### config.mk
export PLATFORM = sky130hd
export DESIGN_NAME = logic_unit_flat
export DESIGN_NICKNAME = d
export VERILOG_FILES = /design/src/hdl/core_pkg.sv /design/src/hdl/isa_pkg.sv /design/src/hdl/core_ifs.sv /design/src/hdl/logic_unit.sv /design/src/flat_wrapper.sv
export SDC_FILE = /design/constraint.sdc
export NUM_CORES = 1
export LEC_CHECK = 0
export ABC_AREA = 1
export BUFFER_PORTS_ARGS = -buffer_cell sky130_fd_sc_hd__clkbuf_2
export CAP_MARGIN = 40
export CORE_MARGIN = 2
export CORE_UTILIZATION = 56
export DETAILED_ROUTE_END_ITERATION = 10
export PLACE_DENSITY = 0.83
export SYNTH_ARGS = -nofsm -noshare
export SYNTH_HDL_FRONTEND = slang
export SYNTH_SLANG_ARGS = --single-unit
### constraint.sdc
create_clock -name i_clk -period 2.5 [get_ports i_clk]
set_input_delay 0.125 -clock i_clk [delete_from_list [all_inputs] [get_ports i_clk]]
set_output_delay 0.125 -clock i_clk [all_outputs]
set_load 0.1 [all_outputs]
### src/hdl/core_pkg.sv
package core_pkg;

    // datapath widths
    localparam int XLEN    = 64;
    localparam int IMM_W   = 32;
    localparam int SHAMT_W = 6;

    // register file
    localparam int NUM_REGS   = 32;
    localparam int REG_ADDR_W = 5;

    // issue queue depth is also the sender's starting credit count
    localparam int QUEUE_DEPTH = 4;
    localparam int QPTR_W      = $clog2(QUEUE_DEPTH);
    localparam int QCNT_W      = $clog2(QUEUE_DEPTH + 1);

endpackage

### src/hdl/isa_pkg.sv
package isa_pkg;

    // the top opcode bit selects the logic pipe
    typedef enum logic [2:0] {
        OP_ADD  = 3'd0,
        OP_SUB  = 3'd1,
        OP_SLT  = 3'd2,
        OP_SLTU = 3'd3,
        OP_AND  = 3'd4,
        OP_OR   = 3'd5,
        OP_XOR  = 3'd6,
        OP_SLL  = 3'd7
    } op_e;

    typedef enum logic {
        PIPE_ARITH = 1'b0,
        PIPE_LOGIC = 1'b1
    } pipe_e;

    // pipe that executes a given opcode
    function automatic pipe_e op_pipe(input op_e op);
        return op[2] ? PIPE_LOGIC : PIPE_ARITH;
    endfunction

endpackage

### src/hdl/core_ifs.sv
`timescale 1ns/1ns

// one instruction handed from the issue control to a pipe
interface issue_if;
    logic                            valid;
    isa_pkg::op_e                    op;
    logic [core_pkg::REG_ADDR_W-1:0] rd;
    logic [core_pkg::IMM_W-1:0]      imm;
    logic                            use_imm;

    modport issue (output valid, op, rd, imm, use_imm);
    modport pipe (input valid, op, rd, imm, use_imm);
endinterface

// four read ports, data returns one clock after the address
interface rf_read_if;
    logic [core_pkg::REG_ADDR_W-1:0] rs1_addr;
    logic [core_pkg::REG_ADDR_W-1:0] rs2_addr;
    logic [core_pkg::REG_ADDR_W-1:0] rs3_addr;
    logic [core_pkg::REG_ADDR_W-1:0] rs4_addr;
    logic [core_pkg::XLEN-1:0]       rs1_data;
    logic [core_pkg::XLEN-1:0]       rs2_data;
    logic [core_pkg::XLEN-1:0]       rs3_data;
    logic [core_pkg::XLEN-1:0]       rs4_data;

    modport issue (output rs1_addr, rs2_addr, rs3_addr, rs4_addr);
    modport regfile (
        input  rs1_addr, rs2_addr, rs3_addr, rs4_addr,
        output rs1_data, rs2_data, rs3_data, rs4_data
    );
    // ports 1 and 2 feed the arithmetic pipe
    modport arith (input rs1_data, rs2_data);
    // ports 3 and 4 feed the logic pipe
    modport xlogic (input rs3_data, rs4_data);
endinterface

### src/hdl/logic_unit.sv
`timescale 1ns/1ns

module logic_unit (
    input  logic                            i_clk,
    input  logic                            i_rst_n,
    issue_if.pipe                           iss,
    rf_read_if.xlogic                       rf,
    output logic                            o_wb_valid,
    output logic [core_pkg::REG_ADDR_W-1:0] o_wb_rd,
    output logic [core_pkg::XLEN-1:0]       o_wb_data
);

    logic                            s1_valid;
    isa_pkg::op_e                    s1_op;
    logic [core_pkg::REG_ADDR_W-1:0] s1_rd;
    logic [core_pkg::IMM_W-1:0]      s1_imm;
    logic                            s1_use_imm;
    logic [core_pkg::XLEN-1:0]       imm_ext;
    logic [core_pkg::XLEN-1:0]       op_a;
    logic [core_pkg::XLEN-1:0]       op_b;
    logic [core_pkg::XLEN-1:0]       result;

    // line up the issue fields with the operand data
    always_ff @(posedge i_clk or negedge i_rst_n) begin
        if (!i_rst_n) begin
            s1_valid <= 1'b0;
        end else begin
            s1_valid <= iss.valid;
        end
    end

    always_ff @(posedge i_clk) begin
        s1_op      <= iss.op;
        s1_rd      <= iss.rd;
        s1_imm     <= iss.imm;
        s1_use_imm <= iss.use_imm;
    end

    assign imm_ext = {{(core_pkg::XLEN - core_pkg::IMM_W){s1_imm[core_pkg::IMM_W-1]}}, s1_imm};
    assign op_a    = rf.rs3_data;
    assign op_b    = s1_use_imm ? imm_ext : rf.rs4_data;

    always_comb begin
        case (s1_op)
            isa_pkg::OP_AND: result = op_a & op_b;
            isa_pkg::OP_OR:  result = op_a | op_b;
            isa_pkg::OP_XOR: result = op_a ^ op_b;
            // shift amount is the low six bits only
            default:         result = op_a << op_b[core_pkg::SHAMT_W-1:0];
        endcase
    end

    always_ff @(posedge i_clk or negedge i_rst_n) begin
        if (!i_rst_n) begin
            o_wb_valid <= 1'b0;
        end else begin
            o_wb_valid <= s1_valid;
        end
    end

    always_ff @(posedge i_clk) begin
        o_wb_rd   <= s1_rd;
        o_wb_data <= result;
    end

endmodule

### src/flat_wrapper.sv
// flat-port wrapper written by rule: the top's interface ports become plain ports
module logic_unit_flat 
  (i_clk, i_rst_n, o_wb_valid, o_wb_rd, o_wb_data, iss_valid, iss_op, iss_rd, iss_imm, iss_use_imm, rf_rs3_data, rf_rs4_data);
  issue_if iss_i ();
  rf_read_if rf_i ();
  input  logic i_clk;
  input  logic i_rst_n;
  output logic o_wb_valid;
  output logic [core_pkg::REG_ADDR_W-1:0] o_wb_rd;
  output logic [core_pkg::XLEN-1:0] o_wb_data;
  input wire logic [$bits(iss_i.valid)-1:0] iss_valid;
  input wire logic [$bits(iss_i.op)-1:0] iss_op;
  input wire logic [$bits(iss_i.rd)-1:0] iss_rd;
  input wire logic [$bits(iss_i.imm)-1:0] iss_imm;
  input wire logic [$bits(iss_i.use_imm)-1:0] iss_use_imm;
  input wire logic [$bits(rf_i.rs3_data)-1:0] rf_rs3_data;
  input wire logic [$bits(rf_i.rs4_data)-1:0] rf_rs4_data;
  assign iss_i.valid = iss_valid;
  assign iss_i.op = iss_op;
  assign iss_i.rd = iss_rd;
  assign iss_i.imm = iss_imm;
  assign iss_i.use_imm = iss_use_imm;
  assign rf_i.rs3_data = rf_rs3_data;
  assign rf_i.rs4_data = rf_rs4_data;
  logic_unit u_core (.i_clk(i_clk), .i_rst_n(i_rst_n), .iss(iss_i), .rf(rf_i), .o_wb_valid(o_wb_valid), .o_wb_rd(o_wb_rd), .o_wb_data(o_wb_data));
endmodule
Yosys cells after proc, flatten, opt, wreduce, memory -nomap -nowiden
Index checks and enable logic that the tools add are counted.
- output and inout port bits: 70
- bits in registers: 112
- eq/ne operators: 3
- muxes and demuxes: 2
- bitwise operators: 3
- shift operators: 1
- operator list (operator ; number):
    case mux 64 bit (3 select lines) ; 1
    bitwise AND 64 bit ; 1
    two-way mux 64 bit ; 1
    bitwise OR 64 bit ; 1
    << shifter 64 x 6 -> 64 bit ; 1
    bitwise XOR 64 bit ; 1
    equality test 3 bit (second input constant) ; 3

Depth between registers and ports, before layout
- depth in word-level cells: 3
- depth in mapped cells: 16
- mapped depth without buffers: 13

Worst setup path after synthesis
Ideal clock, no wire load.
- kind: register -> register
- start point: register u_core.s1_use_imm
- end point: register u_core.o_wb_data[35] in the netlist's numbering
- setup slack: 0.517 ns
- arrival time: 1.849 ns
- library setup time: 0.134 ns
- stages on the path, launching flop included: 10
- period minus slack after synthesis: 1.983 ns
- cell sequence: dfxtp_1 > buf_6 > inv_2 > buf_6 > clkbuf_1 > clkbuf_1 > a21oi_1 > ha_1 > a221oi_1 > o211ai_1
- longest elaborated chain between the ends: 3
- elaborated cells between the ends (all ways): 6
- classes of those cells: shift (1); mux (2); bitwise (3)
- RTL lines (what ; RTL line ; source):
    from (decl) ; logic_unit.sv:17 ; logic s1_use_imm;
    from (signal assigned) ; logic_unit.sv:36 ; s1_use_imm <= iss.use_imm;
    two-way mux 64 bit (*) ; logic_unit.sv:41 ; assign op_b = s1_use_imm ? imm_ext : rf.rs4_data;
    << shifter 64 x 6 -> 64 bit (tied with other cells) ; logic_unit.sv:49 ; default: result = op_a << op_b[core_pkg::SHAMT_W-1:0];
    case mux 64 bit (3 select lines) (*) ; logic_unit.sv:44 ; case (s1_op)
    via u_core.result, one bit ; logic_unit.sv:21 ; logic [core_pkg::XLEN-1:0] result;
    to (signal assigned) ; logic_unit.sv:63 ; o_wb_data <= result;
    to (decl) ; logic_unit.sv:10 ; output logic [core_pkg::XLEN-1:0] o_wb_data
Mark *: on every way through the listed nets, which the timed path passes. The rest lies on a longest branch.

Final worst setup path
- start point: register u_core.s1_use_imm
- end point: register u_core.o_wb_data[57] in the netlist's numbering
Same word-level chain as after synthesis.

==> results.toml <==
[synth]
ys_warn_count = 0
ys_seq_area_share_pct = 22.28
syn_inst = 1514
synth_nets = 1816
syn-cell-area_um2 = 10110
synth_area_leaders = "nand3_1 (26%), dfxtp_1 (22%), ha_1 (16%)"
ys_types = 31
synth_seq_cells = 112
synth_top_cell_by_area = "nand3_1"
synth_top_area_share_pct = 26.19
synth.avg_cell_area_um2 = 6.676

[pwr]
p_seq_share_pct = 28.7
combPwrFrac_pct = 49.6
intPower_w = 0.003586
p_leak_nw = 6.409
p_sw_share_pct = 50.30
pwr-share-clk_pct = 21.7
cellPowerDensity_nw_per_um2 = 589.5
ir_drop_v = 0.0005105
p_sw_w = 0.003629
power_w = 0.007215

[job]
maxCapViolations = 0

[final_layout]
nets = 2039
fillers = 1494
drive_gt1_share_pct = 20.26
n_antenna_cell = 0
layout_common_cells = "nand3_1 (529), clkbuf_2 (241), nand2_1 (222)"
final_common_cell = "nand3_1"
final_core_util_pct = 68.60
syn_to_final_growth_pct = 21.09

[floorplanning]
die-area_um2 = 19140
num_rows = 49
die_w_um = 138.3
initial_core_util_pct = 56.65
coreArea_um2 = 17840
die_h_um = 138.3
io_pins = 242

[grt]
track_usage_pct = 41.66
first_global_vias = 11526
gr-total-overflow = 0
grt_first_pass_wirelength_um = 63620
antenna_found_initial = 0
grt_max_degree = 74

[placed_design]
gp_congestion = 1.099
place.port_buffers = 241
dpl.hpwl_um = 30590

[hold_path]
hold_path_class = "in -> async"

[status]
status = "finished clean"

[cts]
insertion_delay_ps = 370
cts_root_buffer = "clkbuf_16"
clk_pin_slew_worst_paths_ps = 90
cts-buffers-inserted = 9
clock-sinks = 112
post_cts_buffers = 0
h-tree-depth = 3
tritoncts = "yes"
clockBufferDepth = 2

[sta]
finalClockSkew_ps = 15.40
finalSetupTns_ps = 0
rsz0062_at_grt = "no"
fmax_mhz = 435.1
slew_headroom_pct = 53.50
finalHoldViolations = 0
slew_violations = 0
setup_viol = 0
fin_crit_sh_pct = 91.93
fin_hold_ws_ps = 86.37
tightest_slew_ps = 695.8
period_minus_slack_ps = 2298

[detailed_routing]
ant_nets = 0
drtPass1Iterations = 6
wire_per_inst_um = 21.04
vias_per_cell = 6.185
initialDrtViolationCount = 1373
vias = 12191
finalWirelength_um = 41470
drcViolationCount = 0

[setup_path]
end_kind = "flip-flop"
critPathMaxFanout = 56
path_class = "reg -> reg"
cp_slowest_cell = "dfxtp_1"
cp.required_ps = 2810
cpPeakStageDelay_ps = 480
start_kind = "flip-flop"
cpMostUsedCell = "nand2_1"
worstPathCellList = "inv_2 > nand2_8 > nand2_8 > o21ai_1 > nand2_1 > nor2_1 > nand2_1 > nand3_1 > nand3_1 > nand2_1 > nand2_1 > nand2_1"
crit_arrival_ps = 2610
[worst max-delay path: cells and delay by family, from the launching register on]
family	cells	cell delay, ps
AO/OA/AOI/OAI	1	260
buffers and inverters	1	170
flip-flops	1	480
AND/OR/NAND/NOR	10	1320
[state kept, by name, summed over array words and instances, names as in the netlist]
register,cells
u_core.s1_valid,1
u_core.o_wb_rd,5
u_core.s1_op,3
u_core.s1_imm,32
u_core.o_wb_data,64
u_core.o_wb_valid,1
u_core.s1_rd,5
u_core.s1_use_imm,1
[cell usage after synthesis, drive strengths merged]
| library cell | instances |
|---|---|
| and2 | 1 |
| o211ai | 13 |
| buf | 60 |
| inv | 142 |
| nand3 | 529 |
| dfrtp | 2 |
| o31ai | 1 |
| nand2 | 229 |
| clkbuf | 46 |
| nand4 | 11 |
| ha | 130 |
| dfxtp | 110 |
| a221oi | 49 |
| a21oi | 36 |
| o2111ai | 3 |
| nor3 | 2 |
| o21ai | 53 |
| or2 | 39 |
| nor2 | 58 |
[final timing paths]
path	cells past startpoint	start	slack (ps)	to
hold reg to reg	0	u_core.s1_rd[3]	340	u_core.o_wb_rd[3]
min in group i_clk	4	rf_rs3_data[44]	140	u_core.o_wb_data[44]
hold / removal	2	i_rst_n	90	u_core.s1_valid
setup reg to reg	12	u_core.s1_use_imm	200	u_core.o_wb_data[57]
max in group asynchronous	2	i_rst_n	2290	u_core.o_wb_valid
setup / recovery	12	u_core.s1_use_imm	200	u_core.o_wb_data[57]
[timing repair]
action                                  4_1_cts  5_1_grt
endpoints found under the setup margin        0        0
hold endpoints to repair                     44        0
hold buffers                                 43        0
gates resized for setup                       0        0
[through the flow]
step | instance area, um^2 | worst slack [ps] | cells
3_5_place_dp | 11500 | 314.2 | 1912
3_3_place_gp | 11500 | 329.9 | 1912
5_1_grt | 12240 | 45.21 | 1971
6_report | 12240 | 201.6 | 1971
2_1_floorplan | 10110 | 517.1 | 1514
4_1_cts | 12240 | 295.4 | 1971
[cells by family (layout without fill, tap and decap cells)]
logic type	after synthesis	after routing	share of synthesized area, %
DFF	112	112	22.28
AOI/OAI and AO/OA	155	155	10.10
and+or+nand+nor	869	869	40.75
buffers and inverters	248	476	10.77
adders and majority gates	130	130	16.09
[power by group through the flow]
| stage | sequential (W) | clock (W) | combinational (W) |
|---|---|---|---|
| floorplan | 0.00325 | 0 | 0.00140 |
| global placement | 0.00210 | 0 | 0.00339 |
| detailed placement | 0.00210 | 0 | 0.00343 |
| CTS | 0.00206 | 0.00155 | 0.00349 |
| global route | 0.00208 | 0.00163 | 0.00379 |
| finish | 0.00207 | 0.00157 | 0.00358 |
[final cells by class]
| cell class | count | area, um^2 | area share, % |
|---|---|---|---|
| clock inverter | 7 | 86.33 | 0.7054 |
| clock buffer | 9 | 225.2 | 1.840 |
| sequential | 112 | 2252 | 18.40 |
| timing repair buffer | 318 | 2054 | 16.79 |
| multi-input combinational | 1154 | 6799 | 55.55 |
| inverter | 142 | 535.5 | 4.375 |
| tap | 229 | 286.5 | 2.341 |
[routing by layer]
layer	part of all wire, %	GRT usage [%]	vias up	routed length, um
met3	9.2	7.967	132	3805
li1	-	-	5661	-
met5	0	0	-	0
met1	39	52.20	5641	16160
met4	5.2	19.50	0	2174
met2	47	69.31	757	19330
Power figures use the tool's default switching activity.
