### src/hdl/core_pkg.sv
package core_pkg;

    // datapath widths
    localparam int XLEN    = 64;
    localparam int IMM_W   = 32;
    localparam int SHAMT_W = 6;

    // register file
    localparam int NUM_REGS   = 32;
    localparam int REG_ADDR_W = 5;

    // issue queue depth is also the sender's starting credit count
    localparam int QUEUE_DEPTH = 4;
    localparam int QPTR_W      = $clog2(QUEUE_DEPTH);
    localparam int QCNT_W      = $clog2(QUEUE_DEPTH + 1);

endpackage

### src/hdl/isa_pkg.sv
package isa_pkg;

    // the top opcode bit selects the logic pipe
    typedef enum logic [2:0] {
        OP_ADD  = 3'd0,
        OP_SUB  = 3'd1,
        OP_SLT  = 3'd2,
        OP_SLTU = 3'd3,
        OP_AND  = 3'd4,
        OP_OR   = 3'd5,
        OP_XOR  = 3'd6,
        OP_SLL  = 3'd7
    } op_e;

    typedef enum logic {
        PIPE_ARITH = 1'b0,
        PIPE_LOGIC = 1'b1
    } pipe_e;

    // pipe that executes a given opcode
    function automatic pipe_e op_pipe(input op_e op);
        return op[2] ? PIPE_LOGIC : PIPE_ARITH;
    endfunction

endpackage

### src/hdl/core_ifs.sv
`timescale 1ns/1ns

// one instruction handed from the issue control to a pipe
interface issue_if;
    logic                            valid;
    isa_pkg::op_e                    op;
    logic [core_pkg::REG_ADDR_W-1:0] rd;
    logic [core_pkg::IMM_W-1:0]      imm;
    logic                            use_imm;

    modport issue (output valid, op, rd, imm, use_imm);
    modport pipe (input valid, op, rd, imm, use_imm);
endinterface

// four read ports, data returns one clock after the address
interface rf_read_if;
    logic [core_pkg::REG_ADDR_W-1:0] rs1_addr;
    logic [core_pkg::REG_ADDR_W-1:0] rs2_addr;
    logic [core_pkg::REG_ADDR_W-1:0] rs3_addr;
    logic [core_pkg::REG_ADDR_W-1:0] rs4_addr;
    logic [core_pkg::XLEN-1:0]       rs1_data;
    logic [core_pkg::XLEN-1:0]       rs2_data;
    logic [core_pkg::XLEN-1:0]       rs3_data;
    logic [core_pkg::XLEN-1:0]       rs4_data;

    modport issue (output rs1_addr, rs2_addr, rs3_addr, rs4_addr);
    modport regfile (
        input  rs1_addr, rs2_addr, rs3_addr, rs4_addr,
        output rs1_data, rs2_data, rs3_data, rs4_data
    );
    // ports 1 and 2 feed the arithmetic pipe
    modport arith (input rs1_data, rs2_data);
    // ports 3 and 4 feed the logic pipe
    modport xlogic (input rs3_data, rs4_data);
endinterface

### src/hdl/issue_ctrl.sv
`timescale 1ns/1ns

module issue_ctrl (
    input  logic                            i_clk,
    input  logic                            i_rst_n,
    input  logic                            i_inst_valid,
    input  isa_pkg::op_e                    i_inst_op,
    input  logic [core_pkg::REG_ADDR_W-1:0] i_inst_rd,
    input  logic [core_pkg::REG_ADDR_W-1:0] i_inst_rs1,
    input  logic [core_pkg::REG_ADDR_W-1:0] i_inst_rs2,
    input  logic [core_pkg::IMM_W-1:0]      i_inst_imm,
    input  logic                            i_inst_use_imm,
    output logic                            o_credit,
    output logic                            o_credit_two,
    issue_if.issue                          o_arith,
    issue_if.issue                          o_logic,
    rf_read_if.issue                        rf,
    input  logic                            i_arith_wb_valid,
    input  logic [core_pkg::REG_ADDR_W-1:0] i_arith_wb_rd,
    input  logic                            i_logic_wb_valid,
    input  logic [core_pkg::REG_ADDR_W-1:0] i_logic_wb_rd
);

    typedef logic [core_pkg::QPTR_W-1:0]   qptr_t;
    typedef logic [core_pkg::QCNT_W-1:0]   cnt_t;
    typedef logic [core_pkg::NUM_REGS-1:0] regmask_t;

    typedef struct packed {
        isa_pkg::op_e                    op;
        logic [core_pkg::REG_ADDR_W-1:0] rd;
        logic [core_pkg::REG_ADDR_W-1:0] rs1;
        logic [core_pkg::REG_ADDR_W-1:0] rs2;
        logic [core_pkg::IMM_W-1:0]      imm;
        logic                            use_imm;
    } entry_t;

    entry_t          queue [core_pkg::QUEUE_DEPTH];
    qptr_t           q_head;
    qptr_t           q_tail;
    cnt_t            q_count;
    regmask_t        busy;
    regmask_t        busy_clr;
    regmask_t        busy_set;
    regmask_t        busy_eff;
    entry_t          first;
    entry_t          second;
    isa_pkg::pipe_e  first_pipe;
    isa_pkg::pipe_e  second_pipe;
    logic            issue_first;
    logic            issue_second;
    logic [1:0]      num_issued;
    entry_t          arith_e;
    entry_t          logic_e;

    // entry touches a register whose result is still pending
    function automatic logic hazard(input entry_t e, input regmask_t pend);
        return pend[e.rs1] || (!e.use_imm && pend[e.rs2]) || pend[e.rd];
    endfunction

    // younger entry reads or overwrites what the older one produces
    function automatic logic depends(input entry_t younger, input entry_t older);
        logic hit;
        hit = (younger.rs1 == older.rd) || (younger.rd == older.rd)
            || (!younger.use_imm && (younger.rs2 == older.rd));
        return hit && (older.rd != '0);
    endfunction

    assign first       = queue[q_head];
    assign second      = queue[q_head + qptr_t'(1)];
    assign q_tail      = q_head + qptr_t'(q_count);
    assign first_pipe  = isa_pkg::op_pipe(first.op);
    assign second_pipe = isa_pkg::op_pipe(second.op);

    // writebacks this cycle release their registers right away,
    // the register file forwards the data at the same edge
    always_comb begin
        busy_clr = '0;
        if (i_arith_wb_valid) begin
            busy_clr[i_arith_wb_rd] = 1'b1;
        end
        if (i_logic_wb_valid) begin
            busy_clr[i_logic_wb_rd] = 1'b1;
        end
    end

    assign busy_eff = busy & ~busy_clr;

    // in-order dual issue, the second entry only goes to the other pipe
    assign issue_first  = (q_count != '0) && !hazard(first, busy_eff);
    assign issue_second = issue_first && (q_count > cnt_t'(1))
                        && (second_pipe != first_pipe)
                        && !depends(second, first)
                        && !hazard(second, busy_eff);
    assign num_issued   = {1'b0, issue_first} + {1'b0, issue_second};

    always_comb begin
        busy_set = '0;
        if (issue_first) begin
            busy_set[first.rd] = 1'b1;
        end
        if (issue_second) begin
            busy_set[second.rd] = 1'b1;
        end
        // x0 is never pending
        busy_set[0] = 1'b0;
    end

    // steering
    assign arith_e = (first_pipe == isa_pkg::PIPE_ARITH) ? first : second;
    assign logic_e = (first_pipe == isa_pkg::PIPE_LOGIC) ? first : second;

    assign o_arith.valid   = issue_first && ((first_pipe == isa_pkg::PIPE_ARITH) || issue_second);
    assign o_arith.op      = arith_e.op;
    assign o_arith.rd      = arith_e.rd;
    assign o_arith.imm     = arith_e.imm;
    assign o_arith.use_imm = arith_e.use_imm;

    assign o_logic.valid   = issue_first && ((first_pipe == isa_pkg::PIPE_LOGIC) || issue_second);
    assign o_logic.op      = logic_e.op;
    assign o_logic.rd      = logic_e.rd;
    assign o_logic.imm     = logic_e.imm;
    assign o_logic.use_imm = logic_e.use_imm;

    assign rf.rs1_addr = arith_e.rs1;
    assign rf.rs2_addr = arith_e.rs2;
    assign rf.rs3_addr = logic_e.rs1;
    assign rf.rs4_addr = logic_e.rs2;

    // one credit back per issued entry
    assign o_credit     = issue_first;
    assign o_credit_two = issue_second;

    always_ff @(posedge i_clk or negedge i_rst_n) begin
        if (!i_rst_n) begin
            q_head  <= '0;
            q_count <= '0;
            busy    <= '0;
        end else begin
            q_head  <= q_head + qptr_t'(num_issued);
            q_count <= q_count + cnt_t'(i_inst_valid) - cnt_t'(num_issued);
            busy    <= busy_eff | busy_set;
        end
    end

    always_ff @(posedge i_clk) begin
        if (i_inst_valid) begin
            queue[q_tail] <= '{
                op:      i_inst_op,
                rd:      i_inst_rd,
                rs1:     i_inst_rs1,
                rs2:     i_inst_rs2,
                imm:     i_inst_imm,
                use_imm: i_inst_use_imm
            };
        end
    end

endmodule

### src/flat_wrapper.sv
// flat-port wrapper written by rule: the top's interface ports become plain ports
module issue_ctrl_flat 
  (i_clk, i_rst_n, i_inst_valid, i_inst_op, i_inst_rd, i_inst_rs1, i_inst_rs2, i_inst_imm, i_inst_use_imm, o_credit, o_credit_two, i_arith_wb_valid, i_arith_wb_rd, i_logic_wb_valid, i_logic_wb_rd, o_arith_valid, o_arith_op, o_arith_rd, o_arith_imm, o_arith_use_imm, o_logic_valid, o_logic_op, o_logic_rd, o_logic_imm, o_logic_use_imm, rf_rs1_addr, rf_rs2_addr, rf_rs3_addr, rf_rs4_addr);
  issue_if o_arith_i ();
  issue_if o_logic_i ();
  rf_read_if rf_i ();
  input  logic i_clk;
  input  logic i_rst_n;
  input  logic i_inst_valid;
  input  isa_pkg::op_e i_inst_op;
  input  logic [core_pkg::REG_ADDR_W-1:0] i_inst_rd;
  input  logic [core_pkg::REG_ADDR_W-1:0] i_inst_rs1;
  input  logic [core_pkg::REG_ADDR_W-1:0] i_inst_rs2;
  input  logic [core_pkg::IMM_W-1:0] i_inst_imm;
  input  logic i_inst_use_imm;
  output logic o_credit;
  output logic o_credit_two;
  input  logic i_arith_wb_valid;
  input  logic [core_pkg::REG_ADDR_W-1:0] i_arith_wb_rd;
  input  logic i_logic_wb_valid;
  input  logic [core_pkg::REG_ADDR_W-1:0] i_logic_wb_rd;
  output wire logic [$bits(o_arith_i.valid)-1:0] o_arith_valid;
  output wire logic [$bits(o_arith_i.op)-1:0] o_arith_op;
  output wire logic [$bits(o_arith_i.rd)-1:0] o_arith_rd;
  output wire logic [$bits(o_arith_i.imm)-1:0] o_arith_imm;
  output wire logic [$bits(o_arith_i.use_imm)-1:0] o_arith_use_imm;
  output wire logic [$bits(o_logic_i.valid)-1:0] o_logic_valid;
  output wire logic [$bits(o_logic_i.op)-1:0] o_logic_op;
  output wire logic [$bits(o_logic_i.rd)-1:0] o_logic_rd;
  output wire logic [$bits(o_logic_i.imm)-1:0] o_logic_imm;
  output wire logic [$bits(o_logic_i.use_imm)-1:0] o_logic_use_imm;
  output wire logic [$bits(rf_i.rs1_addr)-1:0] rf_rs1_addr;
  output wire logic [$bits(rf_i.rs2_addr)-1:0] rf_rs2_addr;
  output wire logic [$bits(rf_i.rs3_addr)-1:0] rf_rs3_addr;
  output wire logic [$bits(rf_i.rs4_addr)-1:0] rf_rs4_addr;
  assign o_arith_valid = o_arith_i.valid;
  assign o_arith_op = o_arith_i.op;
  assign o_arith_rd = o_arith_i.rd;
  assign o_arith_imm = o_arith_i.imm;
  assign o_arith_use_imm = o_arith_i.use_imm;
  assign o_logic_valid = o_logic_i.valid;
  assign o_logic_op = o_logic_i.op;
  assign o_logic_rd = o_logic_i.rd;
  assign o_logic_imm = o_logic_i.imm;
  assign o_logic_use_imm = o_logic_i.use_imm;
  assign rf_rs1_addr = rf_i.rs1_addr;
  assign rf_rs2_addr = rf_i.rs2_addr;
  assign rf_rs3_addr = rf_i.rs3_addr;
  assign rf_rs4_addr = rf_i.rs4_addr;
  issue_ctrl u_core (.i_clk(i_clk), .i_rst_n(i_rst_n), .i_inst_valid(i_inst_valid), .i_inst_op(i_inst_op), .i_inst_rd(i_inst_rd), .i_inst_rs1(i_inst_rs1), .i_inst_rs2(i_inst_rs2), .i_inst_imm(i_inst_imm), .i_inst_use_imm(i_inst_use_imm), .o_credit(o_credit), .o_credit_two(o_credit_two), .o_arith(o_arith_i), .o_logic(o_logic_i), .rf(rf_i), .i_arith_wb_valid(i_arith_wb_valid), .i_arith_wb_rd(i_arith_wb_rd), .i_logic_wb_valid(i_logic_wb_valid), .i_logic_wb_rd(i_logic_wb_rd));
endmodule
### config.mk
export PLATFORM = sky130hd
export DESIGN_NAME = issue_ctrl_flat
export DESIGN_NICKNAME = d
export VERILOG_FILES = /design/src/hdl/core_pkg.sv /design/src/hdl/isa_pkg.sv /design/src/hdl/core_ifs.sv /design/src/hdl/issue_ctrl.sv /design/src/flat_wrapper.sv
export SDC_FILE = /design/constraint.sdc
export NUM_CORES = 1
export LEC_CHECK = 0
export ABC_CLOCK_PERIOD_IN_PS = 7900
export BUFFER_PORTS_ARGS = -buffer_cell sky130_fd_sc_hd__clkbuf_2
export CAP_MARGIN = 20
export CORE_UTILIZATION = 30
export DETAILED_ROUTE_END_ITERATION = 10
export PLACE_DENSITY_LB_ADDON = 0.08
export SLEW_MARGIN = 20
export SYNTH_ARGS = -nofsm -noshare
export SYNTH_HDL_FRONTEND = slang
export SYNTH_SLANG_ARGS = --single-unit
### constraint.sdc
create_clock -name i_clk -period 7.9 [get_ports i_clk]
set_input_delay 1.975 -clock i_clk [delete_from_list [all_inputs] [get_ports i_clk]]
set_output_delay 1.975 -clock i_clk [all_outputs]
set_load 0.02 [all_outputs]
* Yosys cells after proc, flatten, opt, wreduce, memory -nomap -nowiden
Memory sizes are Yosys's and may differ from the RTL's.
Index checks and enable logic that the tools add are counted.
** Cells by class
- Add/sub/neg operators :: 6
- $mul :: 0
- Bitwise operators :: 6
- Divide/modulo/power cells :: 0
- Shift operators :: 0
- Muxes and demuxes :: 30
- Reduce and logical (&&, ||, !) cells :: 30
- $lt $le $gt $ge :: 13
- Eq/ne operators :: 4
** Operators by type and width (count)
- two-way mux 32 bit :: 4
- two-way mux 51 bit :: 2
- OR 32 bit :: 3
- less-than comparator 5 x 6 -> 1 bit (second input constant) :: 8
- bitwise AND 32 bit :: 1
- NOT 32 bit :: 1
- binary-select mux 1 bit (select 5 bit) :: 6
- demux 1 bit (select 5 bit) :: 4
- >= comparator 5 x 1 -> 1 bit (second input constant) :: 4
- == test 5 bit :: 3
- logical AND 1 bit :: 15
- two-way mux 1 bit :: 14
- logical OR 1 bit :: 8
- logical NOT 1 bit :: 5
- nonzero test 5 bit :: 1
- adder 2 bit :: 2
- adder 3 x 1 -> 3 bit :: 1
- > comparator 3 x 1 -> 1 bit (second input constant) :: 1
- nonzero test 3 bit :: 1
- subtractor 3 x 2 -> 3 bit :: 1
- adder 1 x 1 -> 2 bit :: 1
- adder 2 x 1 -> 2 bit (second input constant) :: 1
- inequality test 1 bit :: 1
- NOT 1 bit :: 1
** Storage, ports and cells
- Register bits after elaboration :: 37
- Memories :: 1
- Output and inout bits :: 106
- Word-level logic and storage cells :: 93
- Bits in writable memories :: 204
- Latch bits :: 0
- Memory bits (read-only) :: 0
** Memories
- u_core.queue :: words 4, bits a word 51, read ports 2, clocked after memory_dff 0, wr ports 1, RTL line issue_ctrl.sv:37 : entry_t queue [core_pkg::QUEUE_DEPTH];

* Logic depth before layout (Yosys ltp)
- Depth after elaboration :: 22
- Gate-level depth with buffers :: 23
- Depth with buffers taken out :: 17

* Worst setup path after synthesis
OpenSTA, ideal clock, no wires.
- Path type :: input to output
- From :: input port i_logic_wb_rd[1] in the netlist's numbering
- To :: output port o_arith_valid
- Setup slack :: 1.401 ns
- Stages :: 10
- Arrival time :: 4.524 ns
- Cells stage by stage :: or4b_1 > o221ai_1 > mux4_2 > nor3_1 > a21oi_1 > nand4_1 > nor3_4 > buf_2 > nand2_1 > nor2_1
** Between the ends
- Longest elaborated chain between the ends :: 21
- Elaborated cells on any way between the ends :: 36
- Classes of those cells :: order compare (2); mux (15); bitwise (3); reduce/logical (16)
** Ends and longest elaborated chain
- start: declaration :: RTL line flat_wrapper.sv:21 : input logic [core_pkg::REG_ADDR_W-1:0] i_logic_wb_rd;
- less-than comparator 5 x 6 -> 1 bit (implied by the code) or >= comparator 5 x 1 -> 1 bit (tied branches) :: RTL line issue_ctrl.sv:82 : busy_clr[i_logic_wb_rd] = 1'b1;
- logical AND 1 bit (implied by the code) :: RTL line issue_ctrl.sv:82
- two-way mux 1 bit (implied by the code) :: RTL line issue_ctrl.sv:82
- demux 1 bit (select 5 bit) (*)
- OR 32 bit (no source line) (*)
- two-way mux 32 bit (*) :: RTL line issue_ctrl.sv:81 : if (i_logic_wb_valid) begin
- NOT 32 bit (*) :: RTL line issue_ctrl.sv:86 : assign busy_eff = busy & ~busy_clr;
- bitwise AND 32 bit (*) :: RTL line issue_ctrl.sv:86
- [5 not listed]
- logical NOT 1 bit :: RTL line issue_ctrl.sv:89 : assign issue_first = (q_count != '0) && !hazard(first, busy_eff);
- logical AND 1 bit :: RTL line issue_ctrl.sv:89
- logical AND 1 bit :: RTL line issue_ctrl.sv:90 : assign issue_second = issue_first && (q_count > cnt_t'(1))
- logical AND 1 bit :: RTL line issue_ctrl.sv:91 : && (second_pipe != first_pipe)
- logical AND 1 bit :: RTL line issue_ctrl.sv:92 : && !depends(second, first)
- logical AND 1 bit :: RTL line issue_ctrl.sv:93 : && !hazard(second, busy_eff);
- logical OR 1 bit :: RTL line issue_ctrl.sv:112 : assign o_arith.valid = issue_first && ((first_pipe == isa_pkg::PIPE_ARITH) || issue_second);
- logical AND 1 bit (*) :: RTL line issue_ctrl.sv:112
- end: declaration :: RTL line flat_wrapper.sv:22 : output wire logic [$bits(o_arith_i.valid)-1:0] o_arith_valid;
Mark *: on every way between the ends. The rest lies on a longest branch, timed or not. The select of a mux whose other input is x is not followed.

* Worst setup path in the final report
- From :: input port i_logic_wb_rd[1] in the netlist's numbering
- To :: output port o_credit_two
** Between the ends
- Longest elaborated chain between the ends :: 19
- Elaborated cells on any way between the ends :: 34
- Classes of those cells :: order compare (2); mux (15); bitwise (3); reduce/logical (14)
** Ends and longest elaborated chain
- less-than comparator 5 x 6 -> 1 bit (implied by the code) or >= comparator 5 x 1 -> 1 bit (tied branches) :: RTL line issue_ctrl.sv:82
- logical AND 1 bit (implied by the code) :: RTL line issue_ctrl.sv:82
- two-way mux 1 bit (implied by the code) :: RTL line issue_ctrl.sv:82
- demux 1 bit (select 5 bit) (*)
- OR 32 bit (no source line) (*)
- two-way mux 32 bit (*) :: RTL line issue_ctrl.sv:81
- NOT 32 bit (*) :: RTL line issue_ctrl.sv:86
- bitwise AND 32 bit (*) :: RTL line issue_ctrl.sv:86
- [2 not listed]
- logical AND 1 bit :: RTL line issue_ctrl.sv:57 : return pend[e.rs1] || (!e.use_imm && pend[e.rs2]) || pend[e.rd];
- logical OR 1 bit (2 in series) :: RTL line issue_ctrl.sv:57
- logical NOT 1 bit :: RTL line issue_ctrl.sv:89
- logical AND 1 bit :: RTL line issue_ctrl.sv:89
- logical AND 1 bit :: RTL line issue_ctrl.sv:90
- logical AND 1 bit :: RTL line issue_ctrl.sv:91
- logical AND 1 bit :: RTL line issue_ctrl.sv:92
- logical AND 1 bit (*) :: RTL line issue_ctrl.sv:93
- end: declaration :: RTL line flat_wrapper.sv:17 : output logic o_credit_two;
Marked as above.

==> flow_summary.yaml <==
outcome:
  outcome: "finished, final reports clean"
sta:
  finalCritPeriodShare: 0.904
  finalSetupViolations: 0
  fmax_mhz: 140
  post-route-min-period_ns: 7.14
  setup_tns_ns: 0
  hold_viol_final: 0
  relSlewSlack: 0.326
  worst_pin_slew_ns: 1.01
  rsz0062_at_grt: "no"
  slew_violations: 0
  skew_ns: 0.0141
clock_tree:
  cts_resized: 0
  numCtsBuffers: 34
  clock_sinks: 241
  path_clk_slew_ns: 0.05
  ctsHoldBuffers: 0
  h-tree-depth: 2
  clock_path_buffers: 3
  post-cts-setup-buffers: 0
  cts_root_buf: "clkbuf_16"
  insertion_delay_ns: 0.54
  cts_tree: "done"
critical_path:
  r2r-end: "u_core.q_count[2]$_DFF_PN0_"
  r2r_slack_ns: 2.03
  cp_max_fo: 8
  crit_start: "i_logic_wb_rd[1]"
  crit_chain: "clkbuf_2 -> or4b_1 -> o221ai_1 -> mux4_2 -> o32ai_1 -> a211oi_1 -> nand4_1 -> and4b_2 -> nand3_1 -> inv_1 -> clkbuf_2"
  path_delay_family: "simple AND/OR/NAND/NOR gates"
  cp-endpoint: "o_credit_two"
  crit_required_ns: 5.93
  cpMostUsedCell: "clkbuf_2"
  endpoint_kind: "output pin"
  path_depth: 11
  cp_data_arrival_time_ns: 5.17
  worstReg2RegStart: "u_core.q_head[0]$_DFF_PN0_"
  critPathKind: "in -> out"
  crit_buf_inv: 3
  cp-start-kind: "input pin"
  rr_worst_depth: 16
  cpMaxStageDelayCell: "o221ai_1"
  slowest_delay_ns: 0.69
synthesis:
  synth_warnings: 0
  synth_mux_area_frac: 0.132
  synthArstFlopShare: 0.154
  synth-xor-area-share: 0.0190
  syn_inst: 1475
  synth_compound_area_frac: 0.218
  synth_top_family_by_area: "compound AO/OA/AOI/OAI gates"
  synth_adder_area_share: 0.00765
  syn-num-nets: 1550
  synth_area_um2: 15700
  synth_edf_count: 204
  synth_ff_type: "edfxtp_1"
  synth_cell_type_count: 71
  synth_simple_gate_area_frac: 0.124
  syn_avg_cell_area_um2: 10.6
  ys_seq_area_frac: 0.449
  ys_seq_elements: 241
floorplan:
  core_area_um2: 51500
  die_w_um: 231
  pin_count: 172
  die_h_um: 231
  start_util: 0.305
  dieArea_um2: 53200
  fp-row-count: 83
cells_and_area:
  multi_input_area_um2: 7920
  nets: 1646
  final_common_cell: "edfxtp_1"
  fillers: 5205
  seq_area_um2: 7060
  final_cell_mix: "edfxtp_1 (204), clkbuf_2 (171), nand2_1 (142)"
  area.growth.synth_to_final_pct: 15.6
  layout-drive-gt1-share: 0.211
run:
  drv_cap: 0
routing:
  wl_mm: 57.2
  drt-pass1-iter-count: 5
  wl_per_cell_um: 25.1
  antenna_left: 0
  viasPerCell: 5.90
  drc: 0
  vias: 13400
  drtIter0Drc: 1193
placement:
  io_buffers: 171
  gp_congestion: 0.877
  post-dp-hpwl_mm: 36.5
global_route:
  grt_pass1_wl_mm: 85.2
  antenna_found_initial: 1
  track_usage: 0.213
  grt_pass1_vias: 13300
  grt_overflow: 0
  grt_max_degree: 111
min_path:
  worstHoldPathType: "reg -> reg"
==> layout make-up <==
class                      instances  share of cell area
antenna                            1            0.000138
clock buffer                      40              0.0493
clock inverter                    21             0.00821
inverter                          37             0.00786
multi-input combinational       1052               0.436
sequential                       241               0.389
tap                              680              0.0469
timing repair buffer             205              0.0621
==> routing by layer <==
| layer | part of all wire | GRT usage | vias to the layer above | wire length, µm |
|---|---|---|---|---|
| met5 | 0 | 0 | - | 0 |
| met4 | 0.026 | 0.0720 | 0 | 1460 |
| met3 | 0.072 | 0.0356 | 97 | 4120 |
| met2 | 0.49 | 0.364 | 599 | 28000 |
| met1 | 0.41 | 0.271 | 6663 | 23700 |
| li1 | - | - | 6081 | - |
==> cells by family (layout without fill, tap and decap cells) <==
logic type / count (synthesis) / in the layout
AO/OA/AOI/OAI: 467 / 467
XOR/XNOR: 34 / 34
adder cells (fa/ha/maj): 9 / 9
buffers and inverters: 182 / 303
flip-flops: 241 / 241
multiplexers: 163 / 163
other: 0 / 1
AND/OR/NAND/NOR: 379 / 379
==> state kept, by name (all words and copies together), names as in the netlist <==
| signal | flops |
|---|---|
| u_core.q_head | 2 |
| u_core.busy | 32 |
| u_core.queue | 204 |
| u_core.q_count | 3 |
==> synth_stat cells (29+ instances only) <==
cell / count / area share
edfxtp_1: 204 / 0.39
nand2_1: 142 / 0.034
o211ai_1: 139 / 0.066
mux2i_1: 104 / 0.066
clkbuf_1: 91 / 0.022
nor3_1: 83 / 0.026
o31ai_1: 66 / 0.032
a21oi_1: 41 / 0.013
dfrtp_1: 37 / 0.059
inv_1: 36 / 0.0086
nor2_1: 36 / 0.0086
or3_1: 36 / 0.014
a22oi_1: 35 / 0.017
o21a_1: 35 / 0.017
o21ai_0: 33 / 0.011
mux4_2: 32 / 0.046
a41oi_1: 31 / 0.017
o221ai_1: 29 / 0.016
==> through the flow <==
stage | util | std cells | setup slack [ns] | cell area (µm²) | hold WS, ns
after floorplan | - | 1475 | 1.40 | 15700 | 0.464
after global placement | 0.332 | 2215 | 0.786 | 17100 | 0.486
after detailed placement | 0.332 | 2215 | 0.761 | 17100 | 0.517
after CTS | 0.352 | 2276 | 0.756 | 18100 | 0.524
after global routing | 0.352 | 2277 | 0.594 | 18100 | 0.551
final | 0.352 | 2277 | 0.757 | 18100 | 0.517
==> how the worst min path moves through the flow <==
stage / to / cells past startpoint / slack [ns] / from
after detailed placement: u_core.q_count[2]$_DFF_PN0_ / 1 / 0.52 / u_core.q_count[2]$_DFF_PN0_
after global routing: u_core.q_count[2]$_DFF_PN0_ / 1 / 0.55 / u_core.q_count[2]$_DFF_PN0_
after global placement: u_core.q_count[2]$_DFF_PN0_ / 1 / 0.49 / u_core.q_count[2]$_DFF_PN0_
after floorplan: u_core.q_count[2]$_DFF_PN0_ / 1 / 0.46 / u_core.q_count[2]$_DFF_PN0_
after CTS: u_core.q_count[2]$_DFF_PN0_ / 1 / 0.52 / u_core.q_count[2]$_DFF_PN0_
final: u_core.q_count[2]$_DFF_PN0_ / 1 / 0.52 / u_core.q_count[2]$_DFF_PN0_
Power is left out: the tool's default activity adds up to more than one toggle a clock period on the data nets, which glitch-free logic cannot reach.
